==> config.mk <==
export PLATFORM = sky130hd
export DESIGN_NAME = div_subsystem_top
export DESIGN_NICKNAME = d
export VERILOG_FILES = /design/src/logic/div_pkg.sv /design/src/logic/div_req_if.sv /design/src/logic/non_restoring_divider.sv /design/src/logic/division_unit.sv /design/src/logic/div_arbiter.sv /design/src/logic/apb_div_port.sv /design/src/logic/div_subsystem_top.sv
export SDC_FILE = /design/constraint.sdc
export NUM_CORES = 1
export LEC_CHECK = 0
export BUFFER_PORTS_ARGS = -buffer_cell sky130_fd_sc_hd__clkbuf_2
export CAP_MARGIN = 20
export CELL_PAD_IN_SITES_DETAIL_PLACEMENT = 0
export CELL_PAD_IN_SITES_GLOBAL_PLACEMENT = 1
export CORE_UTILIZATION = 46
export CTS_BUF_LIST = sky130_fd_sc_hd__clkbuf_4 sky130_fd_sc_hd__clkbuf_8
export DETAILED_ROUTE_END_ITERATION = 10
export PLACE_DENSITY_LB_ADDON = 0.15
export SYNTH_ARGS = -nofsm -noshare
export SYNTH_HDL_FRONTEND = slang
export SYNTH_SLANG_ARGS = --single-unit
==> constraint.sdc <==
create_clock -name clk_i -period 4.4 [get_ports clk_i]
set_clock_uncertainty 0.2 [all_clocks]
set_input_delay 0.44 -clock clk_i [delete_from_list [all_inputs] [get_ports clk_i]]
set_output_delay 0.44 -clock clk_i [all_outputs]
set_load 0.01 [all_outputs]
==> src/logic/div_pkg.sv <==
/* Division service shared definitions */

package div_pkg;

    // ====================
    // Data types
    // ====================

    // Operands, quotients and remainders all share the RV32 word width
    typedef logic [31:0] data_word_t;

    // Operation codes follow the low two bits of the M extension funct3
    typedef enum logic [1:0] {
        DIV  = 2'b00,
        DIVU = 2'b01,
        REM  = 2'b10,
        REMU = 2'b11
    } div_uop_t;

    // Byte offset inside the register window of one APB port
    typedef logic [4:0] apb_addr_t;

    // ====================
    // Register map
    // ====================

    localparam apb_addr_t DIVIDEND_OFS = 5'h00;
    localparam apb_addr_t DIVISOR_OFS  = 5'h04;
    // Bits 1:0 select the operation and the write launches the request
    localparam apb_addr_t CTRL_OFS     = 5'h08;
    // Bit 0 busy, bit 1 done, bit 2 divide by zero
    localparam apb_addr_t STATUS_OFS   = 5'h0C;
    // Reading the result clears done
    localparam apb_addr_t RESULT_OFS   = 5'h10;

    // Cycles from the accepting edge to the response pulse of the unit
    localparam int unsigned DIV_LATENCY    = 36;
    // One quotient bit is produced per divider step
    localparam int unsigned DIV_ITERATIONS = 32;

endpackage : div_pkg

==> src/logic/div_req_if.sv <==
/* Division request channel */

interface div_req_if;
    import div_pkg::*;

    // Request side, driven by whoever asks for a division
    logic       req_valid;
    div_uop_t   op;
    data_word_t dividend;
    data_word_t divisor;

    // Server answers, ready is only meaningful while req_valid is high
    logic       req_ready;

    // Response pulse, never back-pressured
    logic       rsp_valid;
    data_word_t result;
    logic       div_by_zero;

    modport requester (
        output req_valid, op, dividend, divisor,
        input  req_ready, rsp_valid, result, div_by_zero
    );

    modport server (
        input  req_valid, op, dividend, divisor,
        output req_ready, rsp_valid, result, div_by_zero
    );

    // Passive view of a whole channel for observers on the arbiter side
    modport arbiter_side (
        input req_valid, op, dividend, divisor,
        input req_ready, rsp_valid, result, div_by_zero
    );

endinterface : div_req_if

==> src/logic/non_restoring_divider.sv <==
/* Unsigned non-restoring divider */

module non_restoring_divider (
    input  logic                clk_i,
    input  logic                rst_n_i,
    input  div_pkg::data_word_t dividend_i,
    input  div_pkg::data_word_t divisor_i,
    input  logic                start_i,
    output div_pkg::data_word_t quotient_o,
    output div_pkg::data_word_t remainder_o,
    output logic                div_by_zero_o,
    output logic                valid_o
);
    import div_pkg::*;

    localparam int unsigned W     = $bits(data_word_t);
    // The step counter is sized for the whole unit latency
    localparam int unsigned CNT_W = $clog2(DIV_LATENCY);

    typedef enum logic [1:0] {IDLE, SHIFT, FIX, DONE} div_state_t;

    div_state_t       state_q;
    logic [CNT_W-1:0] step_cnt_q;

    // Partial remainder carries one extra bit used as the sign
    logic [W:0]       part_rem_q;
    data_word_t       quot_q;
    data_word_t       divisor_q;
    logic             dbz_q;

    logic [W:0]       shifted_rem;
    logic [W:0]       next_rem;

    // ====================
    // Iteration datapath
    // ====================

    always_comb begin
        // Shift the next dividend bit into the partial remainder
        shifted_rem = {part_rem_q[W-1:0], quot_q[W-1]};
        // A negative partial remainder adds the divisor back, otherwise subtract
        if (part_rem_q[W]) begin
            next_rem = shifted_rem + {1'b0, divisor_q};
        end else begin
            next_rem = shifted_rem - {1'b0, divisor_q};
        end
    end

    always_ff @(posedge clk_i) begin
        if (!rst_n_i) begin
            state_q    <= IDLE;
            step_cnt_q <= '0;
            dbz_q      <= 1'b0;
        end else begin
            case (state_q)
                IDLE: begin
                    if (start_i) begin
                        part_rem_q <= '0;
                        quot_q     <= dividend_i;
                        divisor_q  <= divisor_i;
                        // Zero divisor is known as soon as the operands arrive
                        dbz_q      <= (divisor_i == '0);
                        step_cnt_q <= '0;
                        state_q    <= SHIFT;
                    end
                end
                SHIFT: begin
                    part_rem_q <= next_rem;
                    // Quotient bit is set whenever the new remainder is not negative
                    quot_q     <= {quot_q[W-2:0], ~next_rem[W]};
                    step_cnt_q <= step_cnt_q + 1'b1;
                    if (step_cnt_q == CNT_W'(DIV_ITERATIONS - 1)) begin
                        state_q <= FIX;
                    end
                end
                FIX: begin
                    // Restore a negative final remainder
                    if (part_rem_q[W]) begin
                        part_rem_q <= part_rem_q + {1'b0, divisor_q};
                    end
                    state_q <= DONE;
                end
                default: begin
                    state_q <= IDLE;
                end
            endcase
        end
    end

    assign quotient_o    = quot_q;
    assign remainder_o   = part_rem_q[W-1:0];
    assign div_by_zero_o = dbz_q;
    // Results are valid for the single cycle spent in DONE
    assign valid_o       = (state_q == DONE);

endmodule : non_restoring_divider

==> src/logic/division_unit.sv <==
/* Signed and unsigned division unit */

module division_unit (
    input  logic      clk_i,
    input  logic      rst_n_i,
    div_req_if.server req
);
    import div_pkg::*;

    localparam int unsigned W     = $bits(data_word_t);
    localparam int unsigned CNT_W = $clog2(DIV_LATENCY);

    logic             idle_q;
    logic [CNT_W-1:0] cycle_cnt_q;
    logic             rsp_valid_q;
    logic             accept;

    // ====================
    // First stage
    // ====================

    // The divider works on magnitudes, so signed operands are converted here
    logic       is_signed;
    logic       dividend_neg;
    logic       divisor_neg;
    data_word_t dividend_mag;
    data_word_t divisor_mag;

    assign accept       = req.req_valid & idle_q;
    assign is_signed    = (req.op == DIV) | (req.op == REM);
    assign dividend_neg = is_signed & req.dividend[W-1];
    assign divisor_neg  = is_signed & req.divisor[W-1];
    assign dividend_mag = dividend_neg ? (~req.dividend + 1'b1) : req.dividend;
    assign divisor_mag  = divisor_neg ? (~req.divisor + 1'b1) : req.divisor;

    data_word_t mag_dividend_q;
    data_word_t mag_divisor_q;
    data_word_t raw_dividend_q;
    logic       neg_quot_q;
    logic       neg_rem_q;
    div_uop_t   op_q;
    logic       start_q;

    // Operands and sign-fix flags stay put until the next accept
    always_ff @(posedge clk_i) begin
        if (accept) begin
            mag_dividend_q <= dividend_mag;
            mag_divisor_q  <= divisor_mag;
            raw_dividend_q <= req.dividend;
            neg_quot_q     <= dividend_neg ^ divisor_neg;
            neg_rem_q      <= dividend_neg;
            op_q           <= req.op;
        end
    end

    always_ff @(posedge clk_i) begin
        if (!rst_n_i) begin
            start_q <= 1'b0;
        end else begin
            start_q <= accept;
        end
    end

    // ====================
    // Division stage
    // ====================

    data_word_t quotient;
    data_word_t remainder;
    logic       dbz;
    logic       div_valid;

    non_restoring_divider i_divider (
        .clk_i         (clk_i),
        .rst_n_i       (rst_n_i),
        .dividend_i    (mag_dividend_q),
        .divisor_i     (mag_divisor_q),
        .start_i       (start_q),
        .quotient_o    (quotient),
        .remainder_o   (remainder),
        .div_by_zero_o (dbz),
        .valid_o       (div_valid)
    );

    // ====================
    // Last stage
    // ====================

    data_word_t fixed_quot;
    data_word_t fixed_rem;
    data_word_t result_q;
    logic       dbz_q;

    // Quotient is negated on differing signs, remainder takes the dividend sign
    // and a zero divisor yields all ones and the untouched dividend
    assign fixed_quot = dbz ? '1 : (neg_quot_q ? (~quotient + 1'b1) : quotient);
    assign fixed_rem  = dbz ? raw_dividend_q
                            : (neg_rem_q ? (~remainder + 1'b1) : remainder);

    always_ff @(posedge clk_i) begin
        if (div_valid) begin
            result_q <= ((op_q == DIV) || (op_q == DIVU)) ? fixed_quot : fixed_rem;
            dbz_q    <= dbz;
        end
    end

    // Cycle counter pins the response to exactly DIV_LATENCY edges after accept
    always_ff @(posedge clk_i) begin
        if (!rst_n_i) begin
            idle_q      <= 1'b1;
            rsp_valid_q <= 1'b0;
            cycle_cnt_q <= '0;
        end else begin
            rsp_valid_q <= 1'b0;
            if (accept) begin
                idle_q      <= 1'b0;
                cycle_cnt_q <= CNT_W'(DIV_LATENCY - 1);
            end else if (!idle_q) begin
                if (cycle_cnt_q == '0) begin
                    idle_q      <= 1'b1;
                    rsp_valid_q <= 1'b1;
                end else begin
                    cycle_cnt_q <= cycle_cnt_q - 1'b1;
                end
            end
        end
    end

    assign req.req_ready   = idle_q;
    assign req.rsp_valid   = rsp_valid_q;
    assign req.result      = result_q;
    assign req.div_by_zero = dbz_q;

endmodule : division_unit

==> src/logic/div_arbiter.sv <==
/* Round-robin division arbiter */

module div_arbiter (
    input  logic         clk_i,
    input  logic         rst_n_i,
    div_req_if.server    req0,
    div_req_if.server    req1,
    div_req_if.requester unit
);

    typedef enum logic {IDLE, BUSY} arb_state_t;

    arb_state_t state_q;
    // Port that owns the division in flight
    logic       owner_q;
    // Port served most recently, it loses the next tie
    logic       last_q;

    logic       grant;
    logic       sel;
    logic       accept;

    // ====================
    // Grant selection
    // ====================

    always_comb begin
        if (req0.req_valid && req1.req_valid) begin
            grant = ~last_q;
        end else begin
            grant = req1.req_valid;
        end
    end

    // While busy the mux stays on the owner
    assign sel = (state_q == IDLE) ? grant : owner_q;

    assign unit.req_valid = (state_q == IDLE)
                          & (sel ? req1.req_valid : req0.req_valid);
    assign unit.op        = sel ? req1.op : req0.op;
    assign unit.dividend  = sel ? req1.dividend : req0.dividend;
    assign unit.divisor   = sel ? req1.divisor : req0.divisor;

    assign req0.req_ready = (state_q == IDLE) & ~grant & unit.req_ready;
    assign req1.req_ready = (state_q == IDLE) & grant & unit.req_ready;

    assign accept = unit.req_valid & unit.req_ready;

    // ====================
    // Ownership FSM
    // ====================

    always_ff @(posedge clk_i) begin
        if (!rst_n_i) begin
            state_q <= IDLE;
            owner_q <= 1'b0;
            last_q  <= 1'b1;
        end else begin
            case (state_q)
                IDLE: begin
                    if (accept) begin
                        owner_q <= grant;
                        last_q  <= grant;
                        state_q <= BUSY;
                    end
                end
                default: begin
                    // Grant is released only once the result is back
                    if (unit.rsp_valid) begin
                        state_q <= IDLE;
                    end
                end
            endcase
        end
    end

    // Result data is shared, only the owner sees the valid pulse
    assign req0.rsp_valid   = unit.rsp_valid & (state_q == BUSY) & ~owner_q;
    assign req1.rsp_valid   = unit.rsp_valid & (state_q == BUSY) & owner_q;
    assign req0.result      = unit.result;
    assign req1.result      = unit.result;
    assign req0.div_by_zero = unit.div_by_zero;
    assign req1.div_by_zero = unit.div_by_zero;

endmodule : div_arbiter

==> src/logic/apb_div_port.sv <==
/* APB division register block */

module apb_div_port (
    input  logic                clk_i,
    input  logic                rst_n_i,
    input  logic                psel_i,
    input  logic                penable_i,
    input  logic                pwrite_i,
    input  div_pkg::apb_addr_t  paddr_i,
    input  div_pkg::data_word_t pwdata_i,
    output div_pkg::data_word_t prdata_o,
    output logic                pready_o,
    output logic                pslverr_o,
    div_req_if.requester        req
);
    import div_pkg::*;

    data_word_t dividend_q;
    data_word_t divisor_q;
    data_word_t result_q;
    div_uop_t   op_q;
    logic       req_valid_q;
    logic       busy_q;
    logic       done_q;
    logic       dbz_q;

    logic       access;
    logic       addr_hit;
    logic       wr_en;
    logic       rd_result;

    // ====================
    // Decode
    // ====================

    // Transfers complete in the access phase, there are no wait states
    assign access   = psel_i & penable_i;
    assign addr_hit = (paddr_i == DIVIDEND_OFS) | (paddr_i == DIVISOR_OFS)
                    | (paddr_i == CTRL_OFS) | (paddr_i == STATUS_OFS)
                    | (paddr_i == RESULT_OFS);

    // Writes are dropped while a request is pending
    assign wr_en     = access & pwrite_i & addr_hit & ~busy_q;
    assign rd_result = access & ~pwrite_i & (paddr_i == RESULT_OFS);

    assign pready_o  = 1'b1;
    assign pslverr_o = access & (~addr_hit | (pwrite_i & busy_q));

    always_comb begin
        case (paddr_i)
            DIVIDEND_OFS: prdata_o = dividend_q;
            DIVISOR_OFS:  prdata_o = divisor_q;
            CTRL_OFS:     prdata_o = {30'b0, op_q};
            STATUS_OFS:   prdata_o = {29'b0, dbz_q, done_q, busy_q};
            RESULT_OFS:   prdata_o = result_q;
            default:      prdata_o = '0;
        endcase
    end

    // ====================
    // Registers
    // ====================

    always_ff @(posedge clk_i) begin
        if (wr_en && (paddr_i == DIVIDEND_OFS)) begin
            dividend_q <= pwdata_i;
        end
        if (wr_en && (paddr_i == DIVISOR_OFS)) begin
            divisor_q <= pwdata_i;
        end
        if (req.rsp_valid) begin
            result_q <= req.result;
        end
    end

    always_ff @(posedge clk_i) begin
        if (!rst_n_i) begin
            op_q        <= DIV;
            req_valid_q <= 1'b0;
            busy_q      <= 1'b0;
            done_q      <= 1'b0;
            dbz_q       <= 1'b0;
        end else begin
            // A CTRL write launches the request and raises busy
            if (wr_en && (paddr_i == CTRL_OFS)) begin
                op_q        <= div_uop_t'(pwdata_i[1:0]);
                req_valid_q <= 1'b1;
                busy_q      <= 1'b1;
                done_q      <= 1'b0;
            end
            // Request leaves once the arbiter hands it to the unit
            if (req_valid_q && req.req_ready) begin
                req_valid_q <= 1'b0;
            end
            if (rd_result) begin
                done_q <= 1'b0;
            end
            // The response wins over a clearing read in the same cycle
            if (req.rsp_valid) begin
                busy_q <= 1'b0;
                done_q <= 1'b1;
                dbz_q  <= req.div_by_zero;
            end
        end
    end

    assign req.req_valid = req_valid_q;
    assign req.op        = op_q;
    assign req.dividend  = dividend_q;
    assign req.divisor   = divisor_q;

endmodule : apb_div_port

==> src/logic/div_subsystem_top.sv <==
/* Dual-port division subsystem */

module div_subsystem_top (
    input  logic                clk_i,
    input  logic                rst_n_i,

    // Hart 0 APB completer
    input  logic                psel0_i,
    input  logic                penable0_i,
    input  logic                pwrite0_i,
    input  div_pkg::apb_addr_t  paddr0_i,
    input  div_pkg::data_word_t pwdata0_i,
    output div_pkg::data_word_t prdata0_o,
    output logic                pready0_o,
    output logic                pslverr0_o,

    // Hart 1 APB completer
    input  logic                psel1_i,
    input  logic                penable1_i,
    input  logic                pwrite1_i,
    input  div_pkg::apb_addr_t  paddr1_i,
    input  div_pkg::data_word_t pwdata1_i,
    output div_pkg::data_word_t prdata1_o,
    output logic                pready1_o,
    output logic                pslverr1_o
);

    // One channel per hart plus the shared channel into the unit
    div_req_if port0_req ();
    div_req_if port1_req ();
    div_req_if unit_req ();

    apb_div_port i_port0 (
        .clk_i     (clk_i),
        .rst_n_i   (rst_n_i),
        .psel_i    (psel0_i),
        .penable_i (penable0_i),
        .pwrite_i  (pwrite0_i),
        .paddr_i   (paddr0_i),
        .pwdata_i  (pwdata0_i),
        .prdata_o  (prdata0_o),
        .pready_o  (pready0_o),
        .pslverr_o (pslverr0_o),
        .req       (port0_req.requester)
    );

    apb_div_port i_port1 (
        .clk_i     (clk_i),
        .rst_n_i   (rst_n_i),
        .psel_i    (psel1_i),
        .penable_i (penable1_i),
        .pwrite_i  (pwrite1_i),
        .paddr_i   (paddr1_i),
        .pwdata_i  (pwdata1_i),
        .prdata_o  (prdata1_o),
        .pready_o  (pready1_o),
        .pslverr_o (pslverr1_o),
        .req       (port1_req.requester)
    );

    div_arbiter i_arbiter (
        .clk_i   (clk_i),
        .rst_n_i (rst_n_i),
        .req0    (port0_req.server),
        .req1    (port1_req.server),
        .unit    (unit_req.requester)
    );

    division_unit i_division_unit (
        .clk_i   (clk_i),
        .rst_n_i (rst_n_i),
        .req     (unit_req.server)
    );

endmodule : div_subsystem_top

==> key figures, run 1 <==
Synth
  • Post-synth EDFFs: 420
  • Cell taking the most area after synthesis: edfxtp_1
  • Unique cell type count in the Yosys netlist: 84
  • Async S/R FF share, synth: 0%
  • Top post-synthesis cells by area: edfxtp_1, xnor2_1, ha_1
  • Cell count after synthesis: 2201
  • Mapped cell area: 0.0246 mm^2
  • Register area share after synthesis: 54.0%
  • Synth top area share: 51.3%
  • Ys flop type: edfxtp_1
  • Register bit total from synthesis: 453
  • Mean Syn Cell Area: 11.2 um^2
  • YS warnings: 0

CTS
  • CTS clock-pin slew for the worst setup and hold paths: 60 ps
  • Clock buffer depth: 3
  • Htree depth: 3
  • CTS tree: built
  • Clock buffer count from CTS: 77
  • CTS sink count: 453
  • Skew-Pair Late Insertion Delay: 640 ps
  • Root buf cell: clkbuf_8

Placed design
  • Pre-CTS WS: -208 ps
  • Placed cell count: 3040
  • Post-DP HPWL: 50.5 mm
  • Routability cong.: 0.860
  • DP Area: 0.0266 mm^2
  • # port buffers: 147

Layout
  • Layout cells sized above 1: 19.7%
  • Nets@finish: 2681
  • Layout Cells excl Fill: 3268
  • Area Overhead vs Synth: 18.8%
  • Fillers: 4465
  • Final Cell Area: 0.0292 mm^2

STA
  • Period utilization: 102%
  • TNS Setup: -215 ps
  • Relative slew slack: 28.1%
  • Final WS setup: -69.7 ps
  • # setup viols final: 4
  • Hold Violations, Final: 0
  • Slew Viols, Final: 0
  • Minimum clock period: 4470 ps
  • Max Clk Rate: 0.224 GHz
  • RSZ-0062 raised after global routing: true
  • Worst slew pin tran: 1080 ps

Drt
  • Initial DRC Count: 1795
  • Post-route DRC: 0
  • Drt via density: 5.66
  • Final wirelength: 68.6 mm
  • Wire per inst: 21.0 um
  • Routed via count: 18500
  • Drt first pass iters: 7
  • Post-DRT Antenna Nets: 0

Worst setup path
  • Worst setup path start: i_division_unit.i_divider.divisor_q[5]
  • Nature of the critical path startpoint: flop
  • Crit Path Category: reg2reg
  • Setup crit end: i_division_unit.i_divider.part_rem_q[29]
  • CP max FO: 3
  • Worst r2r src: i_division_unit.i_divider.divisor_q[5]
  • CP Cell Sequence: or4_4 -> nor4b_4 -> nor4b_4 -> buf_4 -> buf_6 -> and2_4 -> and2b_2 -> nor2_2 -> xnor2_1 -> ha_2 -> nor2_1 -> a21oi_1 -> and2_1 -> o311a_1 -> o41ai_2 -> buf_4 -> o21bai_1 -> xnor2_1 -> o22ai_1
  • R2R cell count: 19
  • WP data arrival: 4620 ps
  • Slowest CP cell: or4_4
  • FF-to-FF setup slack: -70 ps
  • Crit path largest cell delay: 570 ps
  • Worst R2R End: i_division_unit.i_divider.part_rem_q[29]
  • Req. time, crit path: 4550 ps
  • Crit. End Element: flop

Global route
  • M3 GR Usage: 4.15%
  • GRT Max-Usage Layer: met1
  • Met2 global-route usage: 36.9%
  • Initial antenna violation count: 2
  • Global-route wire length before repair: 104 mm
  • Vias in the first global route: 17900
  • M1 GR Usage: 37.5%
  • Largest net degree at the start of global routing: 68
  • Grt ovf: 0
  • Global-route usage over all layers: 25.3%

Hold path
  • Hold crit path type: in2reg
  • Hold Path Stages: 6
  • Hold Startpoint: penable0_i

Power and ir drop
  • Sw Ratio: 27.6%
  • Net Switching: 3.02 mW
  • Internal: 7.93 mW
  • Sequential power share: 45.8%
  • Clock power frac: 34.9%
  • P_leak: 10.8 nW
  • Worst VDD drop: 0.268 mV
  • Gate power share: 19.3%
  • Power, Total: 10.9 mW
  • Power Density: 375 mW/mm^2

Run status
  • Status: complete, but fails checks
  • Failing checks: negative setup slack

Floorplan
  • Die H: 233 um
  • Boundary Pins: 150
  • CORE AREA: 0.0527 mm^2
  • # rows: 84
  • Die footprint: 0.0544 mm^2
  • Die W: 233 um
  • Starting density of the core: 46.7%

Flow run
  • Number of max-cap violations: 0
placed cells by master, fill, tap and decap left out, drive strengths merged, types with 11 or more instances in the layout:
cell type    netlist  layout
ha                76      76
dlygate4sd3        0      67
o21ai            135     135
o41ai             13      13
mux2i             88      88
a22oi             22      22
nand3             30      30
xor2              96      96
a21oi            128     128
and2              11      11
inv               80      82
nor4              25      25
mux2              38      38
a31oi             16      16
o211ai            14      14
nor2b             25      25
a222oi            29      29
or3               25      25
a21o              19      19
or4               13      13
clkinv             1      22
dfxtp             33      33
o31ai             21      21
buf               24     113
nor2             158     158
and3              12      12
nor3              73      73
o22ai             20      20
nand2            231     231
nand2b            19      19
o22a              27      27
clkbuf            64     255
edfxtp           420     420
xnor2            118     118
sequential cells by signal, summed over array words and instances, names as in the netlist, 32 cells and up:
signal,flops
i_division_unit.i_divider.part_rem_q,33
i_division_unit.i_divider.divisor_q,32
i_division_unit.i_divider.quotient_o,32
i_division_unit.mag_divisor_q,32
i_division_unit.raw_dividend_q,32
i_division_unit.req.result,32
i_port0.req.dividend,32
i_port0.req.divisor,32
i_port0.result_q,32
i_port1.req.dividend,32
i_port1.req.divisor,32
i_port1.result_q,32
cell families after synthesis:
logic type	count (synthesis)	synth area share, %
other	1	0.0153
flip-flops	453	54.0
AO/OA/AOI/OAI	507	13.5
XOR/XNOR	214	7.65
multiplexers	126	5.34
adder cells (fa/ha/maj)	78	4.03
buffers and inverters	169	2.73
AND/OR/NAND/NOR	653	12.7
power groups by stage:
stage          logic, mW  registers [mW]  clock network [mW]
2_1_floorplan       1.37            5.03                   0
3_3_place_gp        1.89            5.09                   0
3_5_place_dp        1.91            5.09                   0
4_1_cts             2.02            5.01                3.91
5_1_grt             2.31            5.02                4.09
6_report            2.11            5.01                3.82
worst min path at each step:
stage / slack (ps) / end
after global placement: 240 / i_division_unit.i_divider.divisor_q[27]
final: 80 / i_port0.done_q
after global routing: 130 / i_port1.done_q
after CTS: 30 / i_port0.done_q
after floorplan: 210 / i_division_unit.req.rsp_valid
after detailed placement: 240 / i_division_unit.i_divider.divisor_q[13]
repair_timing:
item | 4_1_cts | 5_1_grt
hold buffers | 67 | 0
endpoints found under the setup margin | 10 | 14
endpoints found under the hold margin | 141 | 0
cloned | 0 | 0
pin swaps | 15 | 34
buffers inserted | 10 | 11
resized for setup | 27 | 27
synthesized netlist by cell type, types with 8 or more instances:
| master | number |
|---|---|
| a211oi_1 | 9 |
| a21boi_0 | 8 |
| a21o_1 | 19 |
| a21oi_1 | 126 |
| a222oi_1 | 29 |
| a22oi_1 | 21 |
| a31oi_1 | 16 |
| and2_1 | 11 |
| and3_1 | 12 |
| buf_1 | 8 |
| buf_2 | 12 |
| clkbuf_1 | 64 |
| dfxtp_1 | 33 |
| edfxtp_1 | 420 |
| ha_1 | 76 |
| inv_1 | 80 |
| mux2_2 | 37 |
| mux2i_1 | 88 |
| nand2_1 | 231 |
| nand2b_1 | 18 |
| nand3_1 | 30 |
| nand4_1 | 10 |
| nor2_1 | 158 |
| nor2b_1 | 24 |
| nor3_1 | 70 |
| nor4_1 | 21 |
| o211ai_1 | 14 |
| o21a_1 | 8 |
| o21ai_0 | 127 |
| o21bai_1 | 9 |
| o22a_1 | 27 |
| o22ai_1 | 20 |
| o31ai_1 | 19 |
| o41ai_1 | 12 |
| or3_1 | 25 |
| or4_1 | 10 |
| xnor2_1 | 117 |
| xor2_1 | 96 |
through the flow:
stage	util, %	hold slack [ps]
5_1_grt	55.5	129
6_report	55.5	79.1
3_3_place_gp	50.5	240
4_1_cts	55.0	31.0
2_1_floorplan	-	213
3_5_place_dp	50.5	241
final cells by class:
| type | count | area [um^2] | share of cell area (%) |
|---|---|---|---|
| Clock inverter | 30 | 226 | 0.775 |
| Tap cell | 688 | 861 | 2.95 |
| Timing Repair Buffer | 328 | 2340 | 8.00 |
| Inverter | 81 | 307 | 1.05 |
| Antenna cell | 1 | 2.50 | 0.00857 |
| Clock buffer | 107 | 1310 | 4.49 |
| Multi-Input combinational cell | 1580 | 10900 | 37.3 |
| Sequential cell | 453 | 13300 | 45.4 |
per-layer routing:
metal  vias to the layer above  share of wire (%)
met5                         -                  0
met4                         0                2.9
met3                       112                7.6
met2                       681                 43
met1                      8862                 47
li1                       8853                  -
worst max-delay path: cells and delay by family (launching register included):
family                   cells  cell delay, ps
AO/OA/AOI/OAI                5             830
XOR/XNOR                     2             280
adder cells (fa/ha/maj)      1             300
buffers and inverters        3             430
flip-flops                   1             390
AND/OR/NAND/NOR              8            1740
(Power assumes the default switching activity.)
==> run 2, diff against run 1 <==
- MAX_ROUTING_LAYER: default -> met4
==> key figures, run 2 (synthesis gave the netlist of run 1 again) <==
Floorplan
  • Starting density of the core: 46.7% (unchanged)
  • Boundary Pins: 150 (unchanged)
  • Die footprint: 0.0544 mm^2 (unchanged)
  • # rows: 84 (unchanged)
  • Die W: 233 um (unchanged)
  • CORE AREA: 0.0527 mm^2 (unchanged)
  • Die H: 233 um (unchanged)

Power and ir drop
  • Power Density: 373 mW/mm^2 (-0.46%)
  • Clock power frac: 34.6% (-0.3 points)
  • Power, Total: 10.9 mW (-0.49%)
  • Worst VDD drop: 0.272 mV (+1.7%)
  • P_leak: 10.8 nW (about the same)
  • Internal: 7.81 mW (-1.4%)
  • Sequential power share: 46.0% (+0.2 points)
  • Net Switching: 3.08 mW (+1.9%)
  • Gate power share: 19.4% (about the same)
  • Sw Ratio: 28.3% (+0.68 points)

STA
  • Hold Violations, Final: 0 (unchanged)
  • # setup viols final: 0 (-4)
  • Slew Viols, Final: 0 (unchanged)
  • Relative slew slack: 29.8% (+1.7 points)
  • Period utilization: 98.2% (-3.4 points)
  • Worst hold slack: 50.4 ps (-28.7 ps)
  • Worst slew pin tran: 1050 ps (-25.5 ps)
  • Final WS setup: 81.1 ps (+151 ps)
  • RSZ-0062 raised after global routing: true
  • Max Clk Rate: 0.232 GHz (+3.5%)
  • Minimum clock period: 4320 ps (-151 ps)

Worst setup path
  • CP Cell Sequence: or4_4 -> nor4b_4 -> nor4b_4 -> buf_6 -> and2_4 -> nor2_1 -> xor2_1 -> ha_1 -> nand3_2 -> nor2_1 -> a21o_1 -> o311a_1 -> o41ai_2 -> buf_4 -> o21bai_1 -> xnor2_1 -> o22ai_1
  • Worst Path Buf+Inv: 2 (-1)
  • Crit path largest cell delay: 570 ps (about the same)
  • WP data arrival: 4480 ps (-140 ps)
  • CP max FO: 4 (+1)
  • Slowest CP cell: or4_4
  • Crit Path Category: reg2reg
  • Crit. End Element: flop
  • Crit path max-delay family: simple AND/OR/NAND/NOR gates
  • Nature of the critical path startpoint: flop
  • Req. time, crit path: 4560 ps (about the same)

CTS
  • Skew-Pair Late Insertion Delay: 660 ps (+20 ps)
  • Clock buffer count from CTS: 78 (+1.3%)
  • Htree depth: 3 (unchanged)
  • CTS tree: built
  • CTS sink count: 453 (unchanged)
  • Root buf cell: clkbuf_8
  • CTS clock-pin slew for the worst setup and hold paths: 60 ps (about the same)
  • Clock buffer depth: 3 (unchanged)

Layout
  • Register Area: 0.0133 mm^2 (unchanged)
  • Fillers: 4522 (+1.3%)
  • Nets@finish: 2678 (-0.11%)
  • Commonest non-fill, non-tap cell in the layout: edfxtp_1
  • Layout cells sized above 1: 19.6% (-0.085 points)
  • Finished Core Util: 55.4% (about the same)
  • Area Overhead vs Synth: 18.8% (about the same)
  • Multi-input logic area: 0.0110 mm^2 (+0.64%)
  • Biggest register: i_division_unit.i_divider.part_rem_q
  • Max reg flops: 33 (unchanged)
  • N_diodes: 0 (-1)
  • Most frequent cells in the layout: edfxtp_1, nand2_1, nor2_1

Drt
  • Drt via density: 5.65 (-0.26%)
  • Drt first pass iters: 6 (-1)
  • Final wirelength: 69.0 mm (+0.59%)
  • Post-route DRC: 0 (unchanged)
  • Post-DRT Antenna Nets: 0 (unchanged)
  • Routed via count: 18500 (-0.26%)
  • Wire per inst: 21.1 um (+0.59%)
  • Initial DRC Count: 1735 (-3.3%)

Global route
  • Largest net degree at the start of global routing: 69 (+1.5%)
  • Global-route wire length before repair: 105 mm (+0.86%)
  • Global-route usage over all layers: 26.2% (+0.94 points)
  • Initial antenna violation count: 2 (unchanged)
  • Vias in the first global route: 18200 (+1.6%)
  • Grt ovf: 0 (unchanged)

Flow run
  • Number of max-cap violations: 0 (unchanged)

Hold path
  • Hold crit path type: in2reg

Placed design
  • Routability cong.: 0.890 (+3.5%)
  • Pre-CTS WS: -193 ps (+15.5 ps)
  • Post-DP HPWL: 50.8 mm (+0.58%)
  • # port buffers: 147 (unchanged)

Run status
  • Status: finished, final reports clean
-- run 2: worst paths after layout --
check / from / to / slack (ps) / cells past startpoint
min reg2reg: i_division_unit.mag_divisor_q[26] / i_division_unit.i_divider.divisor_q[26] / 240 / 0
min: pwrite0_i / i_port0.done_q / 50 / 5
max: i_division_unit.i_divider.divisor_q[5] / i_division_unit.i_divider.part_rem_q[27] / 80 / 17
max reg2reg: i_division_unit.i_divider.divisor_q[5] / i_division_unit.i_divider.part_rem_q[27] / 80 / 17
-- run 2: power groups by stage --
stage                     clock network [mW]  logic [mW]  registers [mW]
after global placement                     0        1.90            5.09
after detailed placement                   0        1.91            5.10
after CTS                               3.85        1.99            5.01
after global routing                    4.04        2.32            5.02
final                                   3.77        2.11            5.01
after floorplan                            0        1.37            5.03
-- run 2: area by class of cell --
cell class | instances | share of cell area [%]
inverters | 81 | 1.05
clock buffers | 93 | 4.08
clock inverters | 49 | 1.11
flip-flops and latches | 453 | 45.5
well taps | 688 | 2.95
repair buffers | 324 | 7.80
multi-input cells | 1580 | 37.5
-- run 2: worst reg2reg max path: stages (launching register included) --
cell and delay, ps:
edfxtp_1 390, or4_4 570, nor4b_4 280, nor4b_4 260
buf_6 170, and2_4 160, nor2_1 40, xor2_1 150
ha_1 350, nand3_2 120, nor2_1 50, a21o_1 200
o311a_1 390, o41ai_2 210, buf_4 190, o21bai_1 80
xnor2_1 130, o22ai_1 90
-- run 2: stage by stage --
step / area, um^2 / TNS [ps] / std cells
2_1_floorplan: 24600 / 0 / 2202
3_3_place_gp: 26600 / -308 / 3045
3_5_place_dp: 26600 / -1000 / 3045
4_1_cts: 28900 / -31.4 / 3256
5_1_grt: 29200 / -1210 / 3268
6_report: 29200 / 0 / 3268
-- run 2: timing repair --
action / in CTS / in global routing
buffers inserted: 4 / 11
hold buffers: 65 / 0
setup endpoints to repair: 10 / 15
gates cloned: 0 / 0
endpoints found under the hold margin: 139 / 0
resized for setup: 10 / 55
pin swaps: 8 / 37
-- run 2: layer usage --
metal	global-route usage [%]	part of all wire, %
met1	38.2	48
met2	37.8	43
met3	3.39	6.3
met4	8.13	2.1
met5	-	0
